`src/design/decode_macros.svh`:
```
`ifndef DECODE_MACROS_SVH
`define DECODE_MACROS_SVH

// instruction and data word width
`define DEC_XLEN 32

// register file index width
`define DEC_REG_IDX_W 5

// free back-end slots out of reset
`define DEC_CREDITS 4

// wide enough to hold DEC_CREDITS itself
`define DEC_CREDIT_W 3

// the "j ." self loop, used as the stop marker in unit tests
`define DEC_HALT_INSN 32'h0000_006f

// set to 1'b0 when a self loop must be treated as ordinary code
`define DEC_HALT_EN 1'b1

`endif

```
`src/design/decode_pkg.sv`:
```
`include "decode_macros.svh"

package decode_pkg;

  typedef logic [`DEC_XLEN-1:0]      word_t;
  typedef logic [`DEC_REG_IDX_W-1:0] reg_idx_t;

  // rv32 major opcodes
  typedef enum logic [6:0] {
    OP_LUI      = 7'b0110111,
    OP_AUIPC    = 7'b0010111,
    OP_JAL      = 7'b1101111,
    OP_JALR     = 7'b1100111,
    OP_BRANCH   = 7'b1100011,
    OP_LOAD     = 7'b0000011,
    OP_STORE    = 7'b0100011,
    OP_IMMED    = 7'b0010011,
    OP_REGREG   = 7'b0110011,
    OP_MISCMEM  = 7'b0001111,
    OP_SYSTEM   = 7'b1110011,
    OP_LOAD_FP  = 7'b0000111,
    OP_STORE_FP = 7'b0100111,
    OP_VECTOR   = 7'b1010111
  } opcode_e;

  // funct3 shared by IMMED and REGREG
  typedef enum logic [2:0] {
    F3_ADD  = 3'b000,
    F3_SLL  = 3'b001,
    F3_SLT  = 3'b010,
    F3_SLTU = 3'b011,
    F3_XOR  = 3'b100,
    F3_SR   = 3'b101,
    F3_OR   = 3'b110,
    F3_AND  = 3'b111
  } alu_f3_e;

  typedef enum logic [2:0] {
    SYS_PRIV   = 3'b000,
    SYS_CSRRW  = 3'b001,
    SYS_CSRRS  = 3'b010,
    SYS_CSRRC  = 3'b011,
    SYS_CSRRWI = 3'b101,
    SYS_CSRRSI = 3'b110,
    SYS_CSRRCI = 3'b111
  } sys_f3_e;

  typedef enum logic [2:0] {
    MEM_FENCE  = 3'b000,
    MEM_FENCEI = 3'b001
  } miscmem_f3_e;

  // imm11_00 of a PRIV instruction
  typedef enum logic [11:0] {
    PRIV_ECALL  = 12'h000,
    PRIV_EBREAK = 12'h001,
    PRIV_WFI    = 12'h105,
    PRIV_MRET   = 12'h302
  } priv_imm_e;

  typedef enum logic [3:0] {
    ALU_ADD, ALU_SUB, ALU_SLL, ALU_SRL, ALU_SRA,
    ALU_AND, ALU_OR, ALU_XOR, ALU_SLT, ALU_SLTU
  } alu_op_e;

  typedef enum logic [1:0] {
    UNIT_ARITH, UNIT_LOADSTORE, UNIT_MUL, UNIT_DIV
  } unit_e;

  typedef enum logic [2:0] {
    WSRC_LOAD, WSRC_JUMP, WSRC_LUI, WSRC_ALU, WSRC_CSR
  } w_src_e;

  typedef enum logic [1:0] {
    SIGN_SIGNED, SIGN_UNSIGNED, SIGN_SIGNED_UNSIGNED
  } sign_e;

  typedef enum logic [1:0] {
    ST_RUN, ST_HALTED, ST_WAIT_IRQ
  } ctrl_state_e;

  typedef struct packed {
    reg_idx_t    rs1;
    reg_idx_t    rs2;
    reg_idx_t    rd;
    word_t       imm;
    logic        imm_shamt_sel;
    logic [1:0]  source_a_sel;
    logic [1:0]  source_b_sel;
    w_src_e      w_src;
    logic        wen;
    unit_e       unit;
    sign_e       sign;
    logic        high_low_sel;
    logic        div_type;
    logic        branch;
    logic        jump;
    logic        j_sel;
    logic        lui_instr;
    logic        illegal;
  } field_bundle_t;

  typedef struct packed {
    logic        csr_swap;
    logic        csr_set;
    logic        csr_clr;
    logic        csr_imm;
    logic [11:0] csr_addr;
    word_t       zimm;
    logic        ret_insn;
    logic        ecall_insn;
    logic        breakpoint;
    logic        wfi;
    logic        ifence;
  } sys_bundle_t;

  typedef struct packed {
    field_bundle_t fields;
    sys_bundle_t   sys;
    alu_op_e       alu_op;
  } dispatch_t;

endpackage

```
`src/design/alu_op_decoder.sv`:
```
`timescale 1ns/10ps

module alu_op_decoder import decode_pkg::*; (
  input  word_t   instr_i,
  output alu_op_e alu_op_o
);

  opcode_e    opcode;
  logic [2:0] funct3;
  logic       op_imm;
  logic       op_reg;
  logic       alt;
  logic       sr;
  logic       add_sub;
  logic       is_sll;
  logic       is_add;
  logic       is_and;
  logic       is_or;
  logic       is_xor;
  logic       is_slt;
  logic       is_sltu;

  assign opcode = opcode_e'(instr_i[6:0]);
  assign funct3 = instr_i[14:12];
  assign op_imm = (opcode == OP_IMMED);
  assign op_reg = (opcode == OP_REGREG);
  // bit 30 picks arithmetic shift and subtract
  assign alt    = instr_i[30];

  // funct3 matches for either immediate or register form
  assign sr      = (op_imm || op_reg) && (funct3 == F3_SR);
  assign add_sub = op_reg && (funct3 == F3_ADD);
  assign is_sll  = (op_imm || op_reg) && (funct3 == F3_SLL);
  assign is_and  = (op_imm || op_reg) && (funct3 == F3_AND);
  assign is_or   = (op_imm || op_reg) && (funct3 == F3_OR);
  assign is_xor  = (op_imm || op_reg) && (funct3 == F3_XOR);
  assign is_slt  = (op_imm || op_reg) && (funct3 == F3_SLT);
  assign is_sltu = (op_imm || op_reg) && (funct3 == F3_SLTU);

  // address generation also goes through the adder
  assign is_add = (op_imm && funct3 == F3_ADD) || (add_sub && !alt) ||
                  (opcode == OP_LOAD) || (opcode == OP_STORE) ||
                  (opcode == OP_AUIPC);

  always_comb begin
    if (is_sll) begin
      alu_op_o = ALU_SLL;
    end else if (sr && alt) begin
      alu_op_o = ALU_SRA;
    end else if (sr) begin
      alu_op_o = ALU_SRL;
    end else if (is_add) begin
      alu_op_o = ALU_ADD;
    end else if (add_sub) begin
      alu_op_o = ALU_SUB;
    end else if (is_and) begin
      alu_op_o = ALU_AND;
    end else if (is_or) begin
      alu_op_o = ALU_OR;
    end else if (is_xor) begin
      alu_op_o = ALU_XOR;
    end else if (is_slt) begin
      alu_op_o = ALU_SLT;
    end else if (is_sltu) begin
      alu_op_o = ALU_SLTU;
    end else begin
      alu_op_o = ALU_ADD;
    end
  end

endmodule

```
`src/design/decode_ctrl_fsm.sv`:
```
`timescale 1ns/10ps
`include "decode_macros.svh"

module decode_ctrl_fsm import decode_pkg::*; (
  input  logic  clk,
  input  logic  rst_n_i,
  input  logic  accept_i,
  input  word_t instr_i,
  input  logic  irq_i,
  output logic  accept_en_o
);

  ctrl_state_e state_q;
  ctrl_state_e state_d;
  logic        halt_hit;
  logic        wfi_hit;

  assign halt_hit = `DEC_HALT_EN && (instr_i == `DEC_HALT_INSN);
  assign wfi_hit  = (instr_i[6:0] == OP_SYSTEM) && (instr_i[14:12] == SYS_PRIV) &&
                    (instr_i[31:20] == PRIV_WFI);

  always_comb begin
    state_d = state_q;
    case (state_q)
      ST_RUN: begin
        if (accept_i && halt_hit) begin
          state_d = ST_HALTED;
        end else if (accept_i && wfi_hit) begin
          state_d = ST_WAIT_IRQ;
        end
      end
      ST_WAIT_IRQ: begin
        if (irq_i) begin
          state_d = ST_RUN;
        end
      end
      // only reset leaves halt
      default: state_d = state_q;
    endcase
  end

  always_ff @(posedge clk) begin
    if (!rst_n_i) begin
      state_q <= ST_RUN;
    end else begin
      state_q <= state_d;
    end
  end

  assign accept_en_o = (state_q == ST_RUN);

endmodule

```
`src/design/decode_stage.sv`:
```
`timescale 1ns/10ps

module decode_stage import decode_pkg::*; (
  input  logic      clk,
  input  logic      rst_n_i,
  input  logic      instr_valid_i,
  input  word_t     instr_i,
  input  logic      credit_return_i,
  input  logic      irq_i,
  output logic      instr_ready_o,
  output logic      dispatch_valid_o,
  output dispatch_t dispatch_o
);

  field_bundle_t fields;
  sys_bundle_t   sys;
  alu_op_e       alu_op;
  logic          accept_en;
  logic          has_credit;
  logic          accept;
  dispatch_t     dispatch_d;
  dispatch_t     dispatch_q;
  logic          dispatch_valid_q;

  instr_field_decoder field_dec_i (
    .instr_i  (instr_i),
    .fields_o (fields)
  );

  alu_op_decoder alu_dec_i (
    .instr_i  (instr_i),
    .alu_op_o (alu_op)
  );

  system_decoder sys_dec_i (
    .instr_i (instr_i),
    .sys_o   (sys)
  );

  decode_ctrl_fsm ctrl_i (
    .clk         (clk),
    .rst_n_i     (rst_n_i),
    .accept_i    (accept),
    .instr_i     (instr_i),
    .irq_i       (irq_i),
    .accept_en_o (accept_en)
  );

  dispatch_credit_counter credit_i (
    .clk             (clk),
    .rst_n_i         (rst_n_i),
    .accept_i        (accept),
    .credit_return_i (credit_return_i),
    .has_credit_o    (has_credit)
  );

  // ready needs a run state and a free back-end slot
  assign instr_ready_o = accept_en && has_credit;
  assign accept        = instr_valid_i && instr_ready_o;

  always_comb begin
    dispatch_d.fields = fields;
    // csr ops write rd, the other SYSTEM forms do not
    dispatch_d.fields.wen = fields.wen || sys.csr_swap || sys.csr_set || sys.csr_clr;
    dispatch_d.sys    = sys;
    dispatch_d.alu_op = alu_op;
  end

  // payload only loads on accept
  always_ff @(posedge clk) begin
    if (accept) begin
      dispatch_q <= dispatch_d;
    end
  end

  always_ff @(posedge clk) begin
    if (!rst_n_i) begin
      dispatch_valid_q <= 1'b0;
    end else begin
      dispatch_valid_q <= accept;
    end
  end

  assign dispatch_valid_o = dispatch_valid_q;
  assign dispatch_o       = dispatch_q;

endmodule

```
`src/design/dispatch_credit_counter.sv`:
```
`timescale 1ns/10ps
`include "decode_macros.svh"

module dispatch_credit_counter (
  input  logic clk,
  input  logic rst_n_i,
  input  logic accept_i,
  input  logic credit_return_i,
  output logic has_credit_o
);

  logic [`DEC_CREDIT_W-1:0] credits_q;
  logic                     at_max;

  assign at_max = (credits_q == `DEC_CREDIT_W'(`DEC_CREDITS));

  always_ff @(posedge clk) begin
    if (!rst_n_i) begin
      credits_q <= `DEC_CREDIT_W'(`DEC_CREDITS);
    end else begin
      case ({accept_i, credit_return_i})
        2'b10: credits_q <= credits_q - 1'b1;
        // a stray return at full count is dropped
        2'b01: if (!at_max) credits_q <= credits_q + 1'b1;
        default: credits_q <= credits_q;
      endcase
    end
  end

  assign has_credit_o = (credits_q != '0);

endmodule

```
`src/design/instr_field_decoder.sv`:
```
`timescale 1ns/10ps

module instr_field_decoder import decode_pkg::*; (
  input  word_t         instr_i,
  output field_bundle_t fields_o
);

  opcode_e    opcode;
  logic [2:0] funct3;
  logic [6:0] funct7;
  logic       is_muldiv;

  assign opcode    = opcode_e'(instr_i[6:0]);
  assign funct3    = instr_i[14:12];
  assign funct7    = instr_i[31:25];
  assign is_muldiv = (opcode == OP_REGREG) && (funct7 == 7'b000_0001);

  always_comb begin
    fields_o.rs1 = instr_i[19:15];
    fields_o.rs2 = instr_i[24:20];
    fields_o.rd  = instr_i[11:7];

    // immediate format follows the opcode
    case (opcode)
      OP_IMMED, OP_LOAD, OP_JALR, OP_SYSTEM:
        fields_o.imm = {{20{instr_i[31]}}, instr_i[31:20]};
      OP_STORE:
        fields_o.imm = {{20{instr_i[31]}}, instr_i[31:25], instr_i[11:7]};
      OP_BRANCH:
        fields_o.imm = {{19{instr_i[31]}}, instr_i[31], instr_i[7],
                        instr_i[30:25], instr_i[11:8], 1'b0};
      OP_LUI, OP_AUIPC:
        fields_o.imm = {instr_i[31:12], 12'b0};
      OP_JAL:
        fields_o.imm = {{11{instr_i[31]}}, instr_i[31], instr_i[19:12],
                        instr_i[20], instr_i[30:21], 1'b0};
      default:
        fields_o.imm = '0;
    endcase

    fields_o.imm_shamt_sel = (opcode == OP_IMMED) &&
                             (funct3 == F3_SLL || funct3 == F3_SR);

    // operand a: rs1, store base, or pc
    case (opcode)
      OP_REGREG, OP_IMMED, OP_LOAD,
      OP_BRANCH, OP_JALR, OP_SYSTEM: fields_o.source_a_sel = 2'd0;
      OP_STORE:                      fields_o.source_a_sel = 2'd1;
      default:                       fields_o.source_a_sel = 2'd2;
    endcase

    case (opcode)
      OP_STORE:           fields_o.source_b_sel = 2'd0;
      OP_REGREG:          fields_o.source_b_sel = 2'd1;
      OP_IMMED, OP_LOAD:  fields_o.source_b_sel = 2'd2;
      OP_AUIPC:           fields_o.source_b_sel = 2'd3;
      default:            fields_o.source_b_sel = 2'd1;
    endcase

    case (opcode)
      OP_JAL, OP_JALR:                fields_o.w_src = WSRC_JUMP;
      OP_LUI:                         fields_o.w_src = WSRC_LUI;
      OP_IMMED, OP_AUIPC, OP_REGREG:  fields_o.w_src = WSRC_ALU;
      OP_SYSTEM:                      fields_o.w_src = WSRC_CSR;
      default:                        fields_o.w_src = WSRC_LOAD;
    endcase

    // SYSTEM write enable comes from the csr op in the top level
    case (opcode)
      OP_IMMED, OP_LUI, OP_AUIPC, OP_REGREG,
      OP_JAL, OP_JALR, OP_LOAD: fields_o.wen = 1'b1;
      default:                  fields_o.wen = 1'b0;
    endcase

    if (is_muldiv) begin
      fields_o.unit = funct3[2] ? UNIT_DIV : UNIT_MUL;
    end else if (opcode == OP_LOAD || opcode == OP_STORE) begin
      fields_o.unit = UNIT_LOADSTORE;
    end else begin
      fields_o.unit = UNIT_ARITH;
    end

    case (funct3)
      3'b011, 3'b101, 3'b111: fields_o.sign = SIGN_UNSIGNED;
      3'b010:                 fields_o.sign = SIGN_SIGNED_UNSIGNED;
      default:                fields_o.sign = SIGN_SIGNED;
    endcase

    // upper product half for mulh*, divide rather than remainder
    fields_o.high_low_sel = |funct3[1:0];
    fields_o.div_type     = is_muldiv && funct3[2] && !funct3[1];

    fields_o.branch    = (opcode == OP_BRANCH);
    fields_o.jump      = (opcode == OP_JAL) || (opcode == OP_JALR);
    fields_o.j_sel     = (opcode == OP_JAL);
    fields_o.lui_instr = (opcode == OP_LUI);

    case (opcode)
      OP_REGREG:
        fields_o.illegal = funct7[0] && (funct7 != 7'b000_0001);
      OP_LUI, OP_AUIPC, OP_JAL, OP_JALR, OP_BRANCH, OP_LOAD,
      OP_STORE, OP_IMMED, OP_SYSTEM, OP_MISCMEM:
        fields_o.illegal = 1'b0;
      default:
        fields_o.illegal = 1'b1;
    endcase
  end

endmodule

```
`src/design/system_decoder.sv`:
```
`timescale 1ns/10ps

module system_decoder import decode_pkg::*; (
  input  word_t       instr_i,
  output sys_bundle_t sys_o
);

  opcode_e    opcode;
  logic [2:0] funct3;
  logic [11:0] imm11_00;

  assign opcode   = opcode_e'(instr_i[6:0]);
  assign funct3   = instr_i[14:12];
  assign imm11_00 = instr_i[31:20];

  always_comb begin
    sys_o = '0;
    sys_o.csr_addr = imm11_00;

    if (opcode == OP_SYSTEM) begin
      // uimm field sits where rs1 would be
      sys_o.zimm = word_t'(instr_i[19:15]);

      case (funct3)
        SYS_CSRRW: begin
          sys_o.csr_swap = 1'b1;
        end
        SYS_CSRRS: begin
          sys_o.csr_set = 1'b1;
        end
        SYS_CSRRC: begin
          sys_o.csr_clr = 1'b1;
        end
        SYS_CSRRWI: begin
          sys_o.csr_swap = 1'b1;
          sys_o.csr_imm  = 1'b1;
        end
        SYS_CSRRSI: begin
          sys_o.csr_set = 1'b1;
          sys_o.csr_imm = 1'b1;
        end
        SYS_CSRRCI: begin
          sys_o.csr_clr = 1'b1;
          sys_o.csr_imm = 1'b1;
        end
        SYS_PRIV: begin
          sys_o.ret_insn   = (imm11_00 == PRIV_MRET);
          sys_o.ecall_insn = (imm11_00 == PRIV_ECALL);
          sys_o.breakpoint = (imm11_00 == PRIV_EBREAK);
          sys_o.wfi        = (imm11_00 == PRIV_WFI);
        end
        default: begin
          sys_o.csr_swap = 1'b0;
        end
      endcase
    end

    sys_o.ifence = (opcode == OP_MISCMEM) && (funct3 == MEM_FENCEI);
  end

endmodule

```
`config.mk`:
```
export PLATFORM = sky130hd
export DESIGN_NAME = decode_stage
export DESIGN_NICKNAME = d
export VERILOG_FILES = /design/src/design/decode_pkg.sv /design/src/design/alu_op_decoder.sv /design/src/design/decode_ctrl_fsm.sv /design/src/design/decode_stage.sv /design/src/design/dispatch_credit_counter.sv /design/src/design/instr_field_decoder.sv /design/src/design/system_decoder.sv
export VERILOG_INCLUDE_DIRS = /design/src /design/src/design
export SDC_FILE = /design/constraint.sdc
export NUM_CORES = 1
export LEC_CHECK = 0
export BUFFER_PORTS_ARGS = -buffer_cell sky130_fd_sc_hd__buf_4
export CAP_MARGIN = 20
export CORE_UTILIZATION = 40
export CTS_CLUSTER_DIAMETER = 80
export CTS_CLUSTER_SIZE = 20
export DETAILED_ROUTE_END_ITERATION = 10
export GPL_TIMING_DRIVEN = 0
export PLACE_DENSITY = 0.72
export SYNTH_ARGS = -nofsm -noshare
export SYNTH_HDL_FRONTEND = slang
export SYNTH_SLANG_ARGS = --single-unit
```
`constraint.sdc`:
```
create_clock -name clk -period 2.74 [get_ports clk]
set_input_delay 0.274 -clock clk [delete_from_list [all_inputs] [get_ports clk]]
set_output_delay 0.274 -clock clk [all_outputs]
set_load 0.02 [all_outputs]
```
* After elaboration in Yosys (flattened, before gate mapping)
Cells that the tools add are included.
Word-level totals: memories 0, memory bits (writable) 0, ROM bits 0, latch bits 0, flip-flop bits (word level) 130
Cells by class: $add $sub $neg 2, order comparisons 0, div/mod/pow operators 0, shifts and indexed selects 0, reductions and logical operators 61, multipliers 0, bitwise logic cells 0, equal/unequal tests 31, multiplexer cells 30
Operators with widths (count):
- $pmux 32 s5 | 1
- $eq 32x7->1 const B | 1
- $eq 7x7->1 const B | 4
- $mux 3 | 8
- $logic_and 1x1->1 | 23
- $eq 7x6->1 const B | 3
- $reduce_or 2->1 | 8
- $eq 3x3->1 const B | 5
- $eq 7x5->1 const B | 2
- $eq 12x1->1 const B | 1
- $eq 12x10->1 const B | 1
- $eq 12x9->1 const B | 1
- $logic_not 12->1 | 1
- $mux 4 | 3
- $pmux 2 s2 | 3
- $pmux 3 s4 | 1
- $logic_or 1x1->1 | 11
- $reduce_or 10->1 | 1
- $reduce_or 3->1 | 3
- $mux 2 | 4
- $reduce_or 8->1 | 1
- $eq 7x1->1 const B | 1
- $eq 7x2->1 const B | 1
- $eq 7x4->1 const B | 1
- 23 further kinds | 35

* Logic depth before layout (Yosys ltp)
word-level depth 12, mapped depth 8, gate-level depth less buffers 7

* By module
From an unflattened synthesis, not the netlist that was laid out.
Unflattened totals: cells, all modules 405, area total of the unflattened synthesis 5709.2 µm²
By module, submodules not included:
- decode_stage | cells each 129, instances 1, area an instance 3772.4 µm²
- instr_field_decoder | cells each 140, instances 1, area an instance 915.9 µm²
- system_decoder | cells each 73, instances 1, area an instance 499.2 µm²
- dispatch_credit_counter | cells each 22, instances 1, area an instance 202.7 µm²
- decode_ctrl_fsm | cells each 22, instances 1, area an instance 191.4 µm²
- alu_op_decoder | cells each 19, instances 1, area an instance 127.6 µm²

* Least setup slack after synthesis
OpenSTA, ideal clock, no wires.
path kind reg-to-reg, start reg credit_i.credits_q[0], end reg credit_i.credits_q[1], clock period less this slack 2.792 ns, arrival 2.672 ns, cell stages (with the launch flop) 9, setup time 0.120 ns, data required time 2.620 ns, slack -0.052 ns, path buffers 1, path through dfxtp_1 > nor3_1 > nor4b_2 > buf_4 > nand2b_1 > fa_1 > o21ai_0 > nor3_1 > o31a_1
Between the ends: cells in the longest elaborated chain, start to end 6, elaborated cells on any way between the ends 13, classes of those cells add/sub (2); eq/ne (4); mux (2); reduce/logical (5)
Ends and longest elaborated chain:
- start: declaration | line dispatch_credit_counter.sv:12 | logic [`DEC_CREDIT_W-1:0] credits_q;
- start signal: assignment | line dispatch_credit_counter.sv:19 | credits_q <= `DEC_CREDIT_W'(`DEC_CREDITS);
- start signal: assignment | line dispatch_credit_counter.sv:22 | 2'b10: credits_q <= credits_q - 1'b1;
- start signal: assignment | line dispatch_credit_counter.sv:24 | 2'b01: if (!at_max) credits_q <= credits_q + 1'b1;
- $reduce_bool 3->1 * | line dispatch_credit_counter.sv:30 | assign has_credit_o = (credits_q != '0);
- $logic_and 1x1->1 * | line decode_stage.sv:58 | assign instr_ready_o = accept_en && has_credit;
- $logic_and 1x1->1 * | line decode_stage.sv:59 | assign accept = instr_valid_i && instr_ready_o;
- via accept | line decode_stage.sv:20 | logic accept;
- $eq 2x1->1 / $eq 2x2->1 (equally long branches) | line dispatch_credit_counter.sv:21 | case ({accept_i, credit_return_i})
- $ne 2x2->1 (no source line) / $reduce_bool 2->1 (equally long branches)
- $reduce_and 2->1 (no source line)
Mark *: on every way through the listed nets, which the timed path passes. The rest lies on a longest branch. The select of a mux whose other input is x is not followed. A chain may end at the register's enable or synchronous reset.

* Worst setup path after layout
Ends and elaborated chain as after synthesis.

==> flow_metrics.env <==
export IMPL_switchingPower_uw=1000
export IMPL_ios=163
export IMPL_die_area_um2=11400
export IMPL_muxShareOfSynthArea_pct=0.228
export IMPL_instances_no_fill=637
export IMPL_place_ws_ps=-235
export IMPL_final_common_cell="buf_4"
export IMPL_cpPeakStageDelay_ps=470
export IMPL_synthAdderAreaFrac_pct=0.456
export IMPL_period_share_pct=91.5
export IMPL_drtIter0Drc=169
export IMPL_r2r_cells=8
export IMPL_io_buffers=133
export IMPL_gp_congestion=0.837
export IMPL_yosys_warnings=0
export IMPL_clock_path_buffers=2
export IMPL_worst_pin_slew_ps=577
export IMPL_synth_area_leaders="edfxtp_1 63%, buf_4 5.8%, a21o_1 3.3%"
export IMPL_holdCritPathClass="in -> reg"
export IMPL_drc_errors=0
export IMPL_wl_per_cell_um=16.6
export IMPL_layout_setup_ws_ps=233
export IMPL_viasPerCell=5.01
export IMPL_synth_edff_count=92
export IMPL_cp_start_kind="flip-flop"
export IMPL_rsz0062_at_grt="no"
export IMPL_fin_area_um2=5890
export IMPL_clkPwrFrac_pct=26.6
export IMPL_synthSimpleGateAreaFrac_pct=15.0
export IMPL_critPathLaunch="credit_i.credits_q[0]$_SDFFE_PN0P_"
export IMPL_cts_root_buf="clkbuf_8"
export IMPL_leakage_uw=0.00264
export IMPL_slew_violations=0
export IMPL_p_total_uw=3510
export IMPL_synth_compound_area_share_pct=10.4
export IMPL_clkTransAtPathRegs_ps=90
export IMPL_final_cell_mix="167 x buf_4, 92 x edfxtp_1, 27 x conb_1, 19 x a21o_1, 17 x nor2_1"
export IMPL_netlist_instances=324
export IMPL_hpwl_um=7470
export IMPL_final_min_clock_period_ps=2510
export IMPL_synth_top_family_by_area="simple AND/OR/NAND/NOR gates"
export IMPL_core_area_um2=10500
export IMPL_cts_made_buffers=9
export IMPL_status="completed"
export IMPL_fin_nets=534
export IMPL_fin_worst_skew_ps=5.99
export IMPL_fin_util_pct=56.3
export IMPL_fp_dieW_um=107
export IMPL_cts_sinks=98
export IMPL_p_int_uw=2510
export IMPL_switching_share_pct=28.5
export IMPL_antenna_found_initial=0
export IMPL_hold_viol_final=0
export IMPL_cts_tree="yes"
export IMPL_ys_seq_area_share_pct=65.7
export IMPL_maxCapViolCount=0
export IMPL_worstSkewPairLatency_ps=370
export IMPL_synth_area_leader_cell="edfxtp_1"
export IMPL_ys_ff_latch=98
export IMPL_holdPathStages=1
export IMPL_die_h_um=107
export IMPL_cp_depth=8
export IMPL_synthesis_area_um2=4390
export IMPL_grt_pass1_vias=2952
export IMPL_worst_ep_arrival_time_ps=2780
export IMPL_cpLargestDelayFamily="simple AND/OR/NAND/NOR gates"
export IMPL_setup_viol=0
export IMPL_h_tree_depth=3
export IMPL_required_ps=3010
export IMPL_diodes=0
export IMPL_crit_type="reg -> reg"
export IMPL_cp_slowest_cell="dfxtp_1"
export IMPL_grt_total_usage_pct=18.7
export IMPL_critPathCaptureType="flip-flop"
export IMPL_drt_total_wl_um=10600
export IMPL_synth_distinct_cells=59
export IMPL_share_comb_of_total_power_pct=20.9
export IMPL_num_rows=37
export IMPL_grt_max_degree=52
export IMPL_powerDensity_nw_per_um2=597
export IMPL_syn_avg_cell_area_um2=13.5
export IMPL_grt_pass1_wl_um=15900
export IMPL_crit_chain="nor3_1, nor4b_2, bufbuf_16, nand2b_1, fa_1, nand3_1, o311ai_0, o31a_1"
export IMPL_start_util_pct=41.9
export IMPL_dp_cells=619
export IMPL_dr_pass1_iters=5
export IMPL_postCtsHoldBufs=0
export IMPL_min_from="instr_i[30]"
export IMPL_crit_fanout=51
export IMPL_synth_top_flop_cell="edfxtp_1"
export IMPL_grt_overflow=0
export IMPL_seqPwrFrac_pct=52.5
export IMPL_placed_cell_area_um2=5660
export IMPL_reg2reg_from="credit_i.credits_q[0]$_SDFFE_PN0P_"
export IMPL_drive_gt1_share_pct=40.5
export IMPL_ys_async_sr_fraction_pct=0
export IMPL_worst_path_buf_inv=1
export IMPL_ant_nets=0
export IMPL_max_freq_mhz=399
export IMPL_via_count=3191
export IMPL_relSlewSlack_pct=61.4
export IMPL_yosysTopAreaCellShare_pct=63.0
export IMPL_vdd_drop_max_mv=0.231
export IMPL_synth_xor_area_share_pct=0.200
export IMPL_area_delta_synth_final_pct=34.3
[layout make-up]
class | count | area (um2)
clock inverter | 7 | 70.1
buffer | 47 | 345
timing repair buffer | 135 | 1020
inverter | 8 | 30.0
fill | 886 | 4570
clock buffer | 9 | 124
multi-input combinational | 197 | 1250
sequential | 98 | 2880
tap | 136 | 170
[logic make-up after synthesis]
group,Yosys count
simple gates,108
flops,98
compound gates,59
buf+inv,55
fa+ha+maj,1
other cells,1
xor+xnor,1
mux,1
[metrics by stage]
stage	hold WS, ps	setup TNS [ps]
floorplan	355	0
global placement	473	-151
detailed placement	475	-293
CTS	83.5	0
global route	74.7	0
finish	99.0	0
[final timing paths]
check	end	slack, ps
max	credit_i.credits_q[1]$_SDFFE_PN0P_	230
min	dispatch_o[51]$_DFFE_PP_	100
max reg2reg	credit_i.credits_q[1]$_SDFFE_PN0P_	230
min reg2reg	ctrl_i.state_q[0]$_SDFFE_PN0P_	530
[sequential cells by signal (all words and copies together) (netlist names)]
name,flops
dispatch_o,92
dispatch_valid_o,1
ctrl_i.state_q,2
credit_i.credits_q,3
[synthesized netlist by cell type, types with 3 or more instances]
library cell,instances
buf_4,34
a21o_1,19
buf_2,7
o21ai_0,3
nor3_1,10
nor2_1,17
nand2b_1,4
o21a_1,3
inv_1,7
and3_1,13
and2_1,5
clkbuf_1,5
edfxtp_1,92
nor4_1,4
a22o_1,6
o211ai_1,3
nor2b_1,8
dfxtp_1,6
a21oi_1,9
nand2_1,16
nand3_1,4
nand4_1,4
or3_1,4
[metal layers]
layer  global-route usage (%)  vias up  wire length (um)  part of all wire (%)
li1                         -     1506                 -                     -
met1                     24.7     1503              4480                    42
met2                     29.2      163              5060                    48
met3                     5.65       19               881                   8.3
met4                     6.26        0               166                   1.6
met5                        0        -                 0                     0
[what timing repair did]
action	in CTS	in global routing
buffers inserted	1	0
gates resized for setup	4	0
setup endpoints to repair	2	0
[power groups by stage]
stage | clock [uW] | combinational (uW) | sequential [uW]
after floorplan | 0 | 254 | 2030
after global placement | 0 | 706 | 1880
after detailed placement | 0 | 716 | 1880
after CTS | 945 | 739 | 1850
after global routing | 1000 | 782 | 1860
final | 935 | 735 | 1840
[worst reg2reg max path, stage by stage, from the launching register on]
cell	delay [ps]
dfxtp_1	470
nor3_1	110
nor4b_2	330
bufbuf_16	440
nand2b_1	180
fa_1	430
nand3_1	90
o311ai_0	120
o31a_1	250
Note: power is estimated with default switching activity, not from simulation.
